===== config.mk =====
export PLATFORM = sky130hd
export DESIGN_NAME = wbUnit
export DESIGN_NICKNAME = d
export VERILOG_FILES = /design/src/common/wbPkg.sv /design/src/rtl/wbUnit.sv /design/src/rtl/gprFile.sv /design/src/rtl/hiLoRegs.sv /design/src/rtl/loadFormatter.sv /design/src/rtl/wbStageReg.sv
export SDC_FILE = /design/constraint.sdc
export NUM_CORES = 2
export LEC_CHECK = 0
export BUFFER_PORTS_ARGS = -buffer_cell sky130_fd_sc_hd__buf_2
export CELL_PAD_IN_SITES_DETAIL_PLACEMENT = 0
export CELL_PAD_IN_SITES_GLOBAL_PLACEMENT = 1
export CORE_ASPECT_RATIO = 1.1
export CORE_MARGIN = 4
export CORE_UTILIZATION = 40
export DETAILED_ROUTE_END_ITERATION = 10
export GPL_TIMING_DRIVEN = 0
export PLACE_DENSITY = 0.66
export SKIP_CTS_REPAIR_TIMING = 1
export SLEW_MARGIN = 15
export SYNTH_ARGS = -nofsm -noshare
export SYNTH_HDL_FRONTEND = slang
export SYNTH_SLANG_ARGS = --single-unit

===== constraint.sdc =====
create_clock -name clk -period 8.6 [get_ports clk]
set_clock_uncertainty 0.15 [all_clocks]
set_input_delay 1.72 -clock clk [delete_from_list [all_inputs] [get_ports clk]]
set_output_delay 1.72 -clock clk [all_outputs]
set_load 0.02 [all_outputs]

===== src/common/wbPkg.sv =====
////////////////////
// shared types and encodings for the writeback tail
// instruction union, write enables, stage bundle, opcodes and functs
////////////////////

`default_nettype none

package wbPkg;

    ////////////////////
    // register file geometry
    ////////////////////
    localparam int REG_COUNT  = 32;
    localparam int REG_ADDR_W = 5;

    ////////////////////
    // writeback source select
    ////////////////////
    localparam logic [1:0] WB_SEL_RESULT = 2'd0;
    localparam logic [1:0] WB_SEL_LOAD   = 2'd1;
    localparam logic [1:0] WB_SEL_HI     = 2'd2;
    localparam logic [1:0] WB_SEL_LO     = 2'd3;

    // load opcodes, standard MIPS encodings
    localparam logic [5:0] OP_LB  = 6'b100000;
    localparam logic [5:0] OP_LH  = 6'b100001;
    localparam logic [5:0] OP_LW  = 6'b100011;
    localparam logic [5:0] OP_LBU = 6'b100100;
    localparam logic [5:0] OP_LHU = 6'b100101;

    // SPECIAL functs that touch HI/LO
    localparam logic [5:0] FN_MTHI  = 6'b010001;
    localparam logic [5:0] FN_MTLO  = 6'b010011;
    localparam logic [5:0] FN_MULT  = 6'b011000;
    localparam logic [5:0] FN_MULTU = 6'b011001;

    ////////////////////
    // instruction word views
    ////////////////////
    typedef struct packed {
        logic [5:0] opcode;
        logic [4:0] rs;
        logic [4:0] rt;
        logic [4:0] rd;
        logic [4:0] shamt;
        logic [5:0] funct;
    } rTypeFields;

    typedef struct packed {
        logic [5:0]  opcode;
        logic [4:0]  rs;
        logic [4:0]  rt;
        logic [15:0] imm;
    } iTypeFields;

    // one word, read as R-type by HI/LO and as I-type by the load path
    typedef union packed {
        rTypeFields rType;
        iTypeFields iType;
    } instrWord;

    // enables already settled by exception handling
    // cp0Wr is carried along but not consumed here
    typedef struct packed {
        logic rfWr;
        logic hiWr;
        logic loWr;
        logic cp0Wr;
    } regsWrType;

    // memory-to-writeback bundle
    typedef struct packed {
        logic [31:0]           pc;
        instrWord              instr;
        logic [1:0]            wbSel;
        logic [REG_ADDR_W-1:0] dst;
        logic [31:0]           dmOut;
        logic [31:0]           outB;
        regsWrType             regsWr;
        logic [31:0]           result;
    } wbBundle;

endpackage

`default_nettype wire

===== src/rtl/wbUnit.sv =====
////////////////////
// writeback tail top level
// stage register, load formatter, HI/LO pair and register file
////////////////////

`default_nettype none

module wbUnit (
    input  wire logic                        clk,
    input  wire logic                        reset,
    input  wire logic                        wbFlush,
    input  wire logic                        wbWr,
    input  wire wbPkg::wbBundle              mem2Bundle,
    input  wire logic [wbPkg::REG_ADDR_W-1:0] rdAddrA,
    input  wire logic [wbPkg::REG_ADDR_W-1:0] rdAddrB,
    output logic [31:0]                      rdDataA,
    output logic [31:0]                      rdDataB,
    output logic [31:0]                      hi,
    output logic [31:0]                      lo
);

    import wbPkg::*;

    wbBundle     wbStage;
    logic [31:0] loadData;

    wbStageReg stageReg0 (
        .clk        (clk),
        .reset      (reset),
        .wbFlush    (wbFlush),
        .wbWr       (wbWr),
        .mem2Bundle (mem2Bundle),
        .wbStage    (wbStage)
    );

    // result holds the load address, so its low bits pick the lane
    loadFormatter loadFmt0 (
        .instr    (wbStage.instr),
        .addrLow  (wbStage.result[1:0]),
        .dmOut    (wbStage.dmOut),
        .loadData (loadData)
    );

    hiLoRegs hiLo0 (
        .clk    (clk),
        .reset  (reset),
        .instr  (wbStage.instr),
        .regsWr (wbStage.regsWr),
        .outB   (wbStage.outB),
        .result (wbStage.result),
        .hi     (hi),
        .lo     (lo)
    );

    gprFile gpr0 (
        .clk      (clk),
        .reset    (reset),
        .wbSel    (wbStage.wbSel),
        .dst      (wbStage.dst),
        .rfWr     (wbStage.regsWr.rfWr),
        .result   (wbStage.result),
        .loadData (loadData),
        .hi       (hi),
        .lo       (lo),
        .rdAddrA  (rdAddrA),
        .rdAddrB  (rdAddrB),
        .rdDataA  (rdDataA),
        .rdDataB  (rdDataB)
    );

endmodule

`default_nettype wire


===== src/rtl/gprFile.sv =====
////////////////////
// general register file
// writeback select, 32 entries, two bypassed read ports
////////////////////

`default_nettype none

module gprFile (
    input  wire logic                        clk,
    input  wire logic                        reset,
    input  wire logic [1:0]                  wbSel,
    input  wire logic [wbPkg::REG_ADDR_W-1:0] dst,
    input  wire logic                        rfWr,
    input  wire logic [31:0]                 result,
    input  wire logic [31:0]                 loadData,
    input  wire logic [31:0]                 hi,
    input  wire logic [31:0]                 lo,
    input  wire logic [wbPkg::REG_ADDR_W-1:0] rdAddrA,
    input  wire logic [wbPkg::REG_ADDR_W-1:0] rdAddrB,
    output logic [31:0]                      rdDataA,
    output logic [31:0]                      rdDataB
);

    import wbPkg::*;

    logic [31:0] regs [REG_COUNT];
    logic [31:0] wrValue;
    logic        wrEn;

    ////////////////////
    // write side
    ////////////////////

    always_comb begin
        case (wbSel)
            WB_SEL_RESULT: wrValue = result;
            WB_SEL_LOAD:   wrValue = loadData;
            WB_SEL_HI:     wrValue = hi;
            WB_SEL_LO:     wrValue = lo;
            default:       wrValue = result;
        endcase
    end

    // r0 is never written
    assign wrEn = rfWr && (dst != '0);

    always_ff @(posedge clk) begin
        if (reset) begin
            for (int i = 0; i < REG_COUNT; i++) begin
                regs[i] <= '0;
            end
        end else if (wrEn) begin
            regs[dst] <= wrValue;
        end
    end

    ////////////////////
    // read side
    ////////////////////

    // pending write is forwarded so a same-cycle read sees the new value
    function automatic logic [31:0] readPort(input logic [REG_ADDR_W-1:0] addr);
        logic [31:0] data;
        if (addr == '0) begin
            data = '0;
        end else if (wrEn && (addr == dst)) begin
            data = wrValue;
        end else begin
            data = regs[addr];
        end
        return data;
    endfunction

    always_comb begin
        rdDataA = readPort(rdAddrA);
        rdDataB = readPort(rdAddrB);
    end

endmodule

`default_nettype wire


===== src/rtl/hiLoRegs.sv =====
////////////////////
// HI and LO registers
////////////////////

`default_nettype none

module hiLoRegs (
    input  wire logic             clk,
    input  wire logic             reset,
    input  wire wbPkg::instrWord  instr,
    input  wire wbPkg::regsWrType regsWr,
    input  wire logic [31:0]      outB,
    input  wire logic [31:0]      result,
    output logic [31:0]           hi,
    output logic [31:0]           lo
);

    import wbPkg::*;

    logic isMult;
    logic isMthi;
    logic isMtlo;

    assign isMult = (instr.rType.funct == FN_MULT) || (instr.rType.funct == FN_MULTU);
    assign isMthi = (instr.rType.funct == FN_MTHI);
    assign isMtlo = (instr.rType.funct == FN_MTLO);

    // multiply delivers the high half on outB and the low half on result
    always_ff @(posedge clk) begin
        if (reset) begin
            hi <= '0;
            lo <= '0;
        end else begin
            if (regsWr.hiWr) begin
                hi <= outB;
            end
            if (regsWr.loWr) begin
                lo <= isMtlo ? outB : result;
            end
        end
    end

    ////////////////////
    // checks
    ////////////////////

    // only a multiply writes both halves at once
    bothOnlyOnMult: assert property (
        @(posedge clk) disable iff (reset)
        (regsWr.hiWr && regsWr.loWr) |-> isMult
    ) else $error("HI and LO written together by a non-multiply");

    hiWrSource: assert property (
        @(posedge clk) disable iff (reset)
        regsWr.hiWr |-> (isMthi || isMult)
    ) else $error("HI written by an unexpected funct");

endmodule

`default_nettype wire


===== src/rtl/loadFormatter.sv =====
////////////////////
// load data formatting
// lane select and sign or zero extension of the memory word
////////////////////

`default_nettype none

module loadFormatter (
    input  wire wbPkg::instrWord instr,
    input  wire logic [1:0]      addrLow,
    input  wire logic [31:0]     dmOut,
    output logic [31:0]          loadData
);

    import wbPkg::*;

    logic        isByte;
    logic        isHalf;
    logic        isSigned;
    logic [7:0]  byteLane;
    logic [15:0] halfLane;

    // width and signedness from the I-type opcode
    always_comb begin
        isByte   = 1'b0;
        isHalf   = 1'b0;
        isSigned = 1'b0;
        case (instr.iType.opcode)
            OP_LB: begin
                isByte   = 1'b1;
                isSigned = 1'b1;
            end
            OP_LBU: begin
                isByte = 1'b1;
            end
            OP_LH: begin
                isHalf   = 1'b1;
                isSigned = 1'b1;
            end
            OP_LHU: begin
                isHalf = 1'b1;
            end
            // lw and anything else take the word as it is
            OP_LW:   ;
            default: ;
        endcase
    end

    // little-endian lanes
    always_comb begin
        case (addrLow)
            2'd0:    byteLane = dmOut[7:0];
            2'd1:    byteLane = dmOut[15:8];
            2'd2:    byteLane = dmOut[23:16];
            default: byteLane = dmOut[31:24];
        endcase
    end

    assign halfLane = addrLow[1] ? dmOut[31:16] : dmOut[15:0];

    always_comb begin
        if (isByte) begin
            loadData = {{24{isSigned & byteLane[7]}}, byteLane};
        end else if (isHalf) begin
            loadData = {{16{isSigned & halfLane[15]}}, halfLane};
        end else begin
            loadData = dmOut;
        end
    end

    ////////////////////
    // checks
    ////////////////////

    // misaligned halfwords are trapped before memory, so none arrive here
    always_comb begin
        if (isHalf) begin
            halfAligned: assert (addrLow[0] == 1'b0)
                else $error("halfword load with odd address");
        end
    end

endmodule

`default_nettype wire


===== src/rtl/wbStageReg.sv =====
////////////////////
// memory-to-writeback stage register
// flush clears the bundle, write enable low holds it
////////////////////

`default_nettype none

module wbStageReg (
    input  wire logic          clk,
    input  wire logic          reset,
    input  wire logic          wbFlush,
    input  wire logic          wbWr,
    input  wire wbPkg::wbBundle mem2Bundle,
    output wbPkg::wbBundle     wbStage
);

    import wbPkg::*;

    // flush wins over the write enable
    always_ff @(posedge clk) begin
        if (reset || wbFlush) begin
            wbStage <= '0;
        end else if (wbWr) begin
            wbStage <= mem2Bundle;
        end
    end

    ////////////////////
    // checks
    ////////////////////

    // a flushed slot must not commit anything downstream
    flushKillsEnables: assert property (
        @(posedge clk) disable iff (reset)
        wbFlush |=> (wbStage.regsWr == regsWrType'('0))
    ) else $error("wbStage carries write enables after a flush");

endmodule

`default_nettype wire


After elaboration in Yosys (flattened, before gate mapping)
Memories as Yosys holds them, arrays and structs flattened. Index checks and enable logic that the tools add are counted.

Bitwise operators: 2. Equality and inequality tests: 12. Add/subtract/negate cells: 0. Muxes and demuxes: 21. Multipliers: 0. Divide/modulo/power cells: 0. Shift-type cells: 0. $lt $le $gt $ge: 0. Reductions and logical operators: 13.

Operators with widths (count): 32-bit two-way mux (8); 32-bit case mux with 4 select lines (1); 32-bit OR reduction (1); 6-bit equality test, second input constant (4); 8-bit case mux with 3 select lines (1); 16-bit two-way mux (1); 5-bit equality test (2); 5-bit zero test (2); 1-bit two-way mux (9); 2-bit equality test, second input constant (3); 6-bit by 5-bit equality test with 1-bit output, second input constant (1); 2-bit OR reduction (3); 5-bit two-way mux (1); 5-bit nonzero test (1); 2-bit by 1-bit equality test with 1-bit output, second input constant (2); 2-bit zero test (2); 1-bit logical AND (3); 1-bit bitwise AND (2); 1-bit logical OR (1).

ROM bits: 0. Input port bits: 185. Memories kept: 1. Latch bits: 0. Logic and storage cells: 60. Register bits after elaboration: 202. Memory bits (writable): 1024. Output and inout port bits: 128.

Memories: gpr0.regs (depth 32, width 32, read ports 2, clocked after Yosys merged registers in 0, write ports 32, RTL line gprFile.sv:26) `logic [31:0] regs [REG_COUNT];`.

Logic depth before layout (Yosys ltp)
Depth in word-level cells: 9. Depth in mapped cells: 10. Depth with buffers taken out: 6.

By module
From an unflattened synthesis, not the netlist that was laid out.

Cells, all modules: 4917. Area total of the unflattened synthesis: 63797.4 um2.

Modules (own cells, without submodules): gprFile (area an instance 54285.8 um2, cells an instance 3969, seq. area each 30749.5 um2, times used 1); wbStageReg (area an instance 6088.3 um2, cells an instance 552, seq. area each 3423.3 um2, times used 1); hiLoRegs (area an instance 2650.0 um2, cells an instance 291, seq. area each 1281.2 um2, times used 1); loadFormatter (area an instance 773.2 um2, cells an instance 105, seq. area each 0.0 um2, times used 1).

Worst setup path before layout
Ideal clock, no wire load.

Kind: input to output. Start point: input port rdAddrB[0] (netlist name). End point: output port rdDataB[12]. Arrival: 3853 ps. Buffers on the path: 4. Stages: 9. Data required time: 6730 ps. Slack: 2877 ps. Cell sequence: buf_2 > buf_2 > xnor2_1 > nand3_1 > nor4_1 > clkbuf_1 > clkbuf_1 > nor3_1 > a211oi_1.

Word-level cells in the longest chain between the ends: 4. Elaborated cells on any way between the ends: 6. Classes of those cells: eq/ne: 1; mux: 2; reduce/logical: 2; memory: 1.

Ends and longest elaborated chain: start: declaration (RTL line wbUnit.sv:15) `input wire logic [wbPkg::REG_ADDR_W-1:0] rdAddrB,`; branches (longest 3 deep; another with memory 32 x 32 bit); 32-bit two-way mux * (RTL line gprFile.sv:64) `if (addr == '0) begin`; end: declaration (RTL line wbUnit.sv:17) `output logic [31:0] rdDataB,`.

Every way passes the cells marked *.

Worst setup path in the final report
Start point: input port rdAddrA[4] (netlist name). End point: output port rdDataA[23].

Word-level cells in the longest chain between the ends: 4. Elaborated cells on any way between the ends: 6. Classes of those cells: eq/ne: 1; mux: 2; reduce/logical: 2; memory: 1.

Ends and longest elaborated chain: start: declaration (RTL line wbUnit.sv:14) `input wire logic [wbPkg::REG_ADDR_W-1:0] rdAddrA,`; branches (longest 3 deep; another with memory 32 x 32 bit); 32-bit two-way mux * (RTL line gprFile.sv:64); end: declaration (RTL line wbUnit.sv:16) `output logic [31:0] rdDataA,`.

Marks and branches as above.

==> run metrics <==
status=completed; Final Hold Fails=0; final setup fails=0; Final Max Tran Viols=0; H-tree lvl count=4; clk_lat worst skew=0.80 ns; DRT iter0 DRCs=5,477; core footprint=152,000 sq um; RSZ-0062 raised after global routing=false; drc violations=0; crit path launch=rdAddrA[4]; reg2reg path depth=6; CP Cell Sequence=buf_2, clkbuf_1, nand2_1, nor2_1, clkbuf_1, a22oi_1, nand2_1, nor3_1, a211oi_1, buf_2; Achievable Freq=0.117 GHz; Required @ worst endpoint=6.73 ns; Synth cell types=53; first-pass GRT wire length=342,000 um; leakage=24.9 nW; Antenna Nets Post-Route=0; clock sink count=1,206; Post-Syn Instances=4,601; GPL Wtd Cong=0.984; dpl hpwl=185,000 um; largest area contributor in the netlist=edfxtp_1; CTS max path bufs=3; peak fanout along the critical path=10; Synth Flop Type=edfxtp_1; RR Endpoint=gpr0.regs[3][4]; via count=44.3k; placed inst area=65,900 sq um; Worst Max-Slew Pin Slew=1.35 ns; fin crit share=99.0%; DP Worst Slack=0.526 ns; Num CTS Buffers=137; register area share after synthesis=56.4%; top cell type's share of synthesized area=50.4%; final instance area=70,300 sq um; final worst path period need=8.51 ns; total power per unit cell area=201 nW/um^2; max_slew headroom=9.32%; Cells after DPL=6,904; ys async rst share=0%; Max IR drop VDD=0.199 mV; TNS Setup=0 ns; largest net degree at the start of global routing=33; Area growth syn-to-layout=15.3%; worst flop-to-flop path startpoint=stageReg0.wbStage[102]; max-cap viol count=0; worst hold path class=reg -> reg; layout cells sized above 1=23.2%; vias in the first global route=44.7k; Cell Area, Synth=61,000 sq um; Layout Utilization=46.4%; Finished Layout Cells=7,169; reg2reg setup slack=3.99 ns; Total Die Area=159,000 sq um; Die Ht=417 um; number of flops mapped to enable cells by yosys=1,024; Clk pin slew, worst setup/hold paths=0.06 ns; routed vias/inst=6.18; CTS tree=yes; timing endpoint of the critical path=rdDataA[23]; drt wl/cell=34.8 um; filler cell count=13.7k; syn avg cell area=13.3 sq um; Crit-path slowest cell=a211oi_1; Yosys reg bits=1,206; port buffer count=252; Pre-antenna DRT Iters=6; Final Net Count=5,252; hold slack=0.349 ns; gr usage total=30.9%; initial antenna violation count=44; Max stage delay on crit path=1.07 ns; Pwr Total=14.2 mW; Site Rows=150; CP Class=in -> out; final worst slack=0.0881 ns; starting density of the core=40.2%; GRT overflow=0; final wirelength=249,000 um; yosys warns=0; synth cell count leaders=nor2_1 (1,229), edfxtp_1 (1,024), mux2i_1 (480), mux4_2 (436), clkbuf_1 (268); crit path launch type=input pin; Clock Tree Root=clkbuf_16; CP Data Arrival Time=6.64 ns; Area contributors post-synth=edfxtp_1 (50%), mux4_2 (16%), mux2i_1 (7.9%); io pins=313; most instantiated library cell after synthesis=nor2_1; width of the die=380 um; crit end category=primary output
where the power goes:
part | leakage, nW | total, mW | internal, mW | switching, mW
Sequential | 12.1 | 6.63 | 6.52 | 0.113
Combinational | 10.7 | 1.74 | 0.599 | 1.14
Clock | 2.11 | 5.79 | 3.31 | 2.47
Total | 24.9 | 14.2 | 10.4 | 3.73
placed cells by master (no fill, tap or decap), types with 7 or more instances in the layout:
master and instances:
a2111oi_0 20, a211oi_1 102, a211oi_2 9, a211oi_4 7, a21oi_1 54, a221oi_1 15, a221oi_4 8, a22o_1 7
a22oi_1 136, buf_1 22, buf_12 20, buf_16 11, buf_2 417, buf_4 7, buf_6 18, buf_8 7
bufinv_16 7, clkbuf_1 299, clkbuf_16 143, clkbuf_8 7, clkinv_1 22, clkinv_2 20, conb_1 32, dfxtp_1 182
diode_2 23, edfxtp_1 1024, mux2_2 13, mux2i_1 480, mux4_2 436, nand2_1 113, nand2b_2 30, nor2_1 1229
nor2b_1 17, nor3_1 70, o21a_1 7, o21ai_0 25, o22ai_1 71
per-layer routing:
layer  global-route usage [%]  vias up  part of all wire [%]
li1                         -    18406                     -
met1                     37.6    22510                    36
met2                     48.3     2671                    45
met3                     9.28      682                    11
met4                     19.8       40                   7.5
met5                        0        -                  0.11
cell families (layout without fill, tap and decap cells):
kind of cell	after synthesis	after routing	synth area share, %
AO/OA/AOI/OAI	478	478	5.94
XOR/XNOR	10	10	0.144
buffers and inverters	481	1019	3.51
flip-flops	1206	1206	56.4
multiplexers	929	929	24.2
other	1	55	0.00615
AND/OR/NAND/NOR	1496	1496	9.76
sequential cells by signal (all words and copies together) (netlist names):
| name | flops |
|---|---|
| stageReg0.wbStage | 118 |
| hiLo0.hi | 32 |
| hiLo0.lo | 32 |
| gpr0.regs | 1024 |
worst min path at each step:
stage	startpoint	end	slack [ns]	cells past startpoint
2_1_floorplan	stageReg0.wbStage[111]	stageReg0.wbStage[111]	0.30	2
4_1_cts	stageReg0.wbStage[109]	stageReg0.wbStage[109]	0.35	2
3_5_place_dp	stageReg0.wbStage[109]	stageReg0.wbStage[109]	0.34	2
3_3_place_gp	stageReg0.wbStage[111]	stageReg0.wbStage[111]	0.32	2
6_report	hiLo0.lo[8]	hiLo0.lo[8]	0.35	2
5_1_grt	hiLo0.lo[5]	hiLo0.lo[5]	0.37	2
worst max-delay path: cells and delay by family:
family / cells / cell delay [ns]
AOI/OAI and AO/OA: 2 / 1.28
buffers and inverters: 4 / 1.89
and+or+nand+nor: 4 / 1.73
cell type report:
cell class / instances / area (sq um) / share of cell area [%]
diodes: 23 / 57.6 / 0.0819
plain buffers: 474 / 2130 / 3.02
clock buffers: 188 / 3820 / 5.43
clock inverters: 54 / 485 / 0.690
inverters: 7 / 26.3 / 0.0374
multi-input cells: 2945 / 24800 / 35.3
flip-flops and latches: 1206 / 34400 / 48.9
well taps: 1976 / 2470 / 3.52
repair buffers: 296 / 2120 / 3.02
Power figures use the tool's default switching activity.
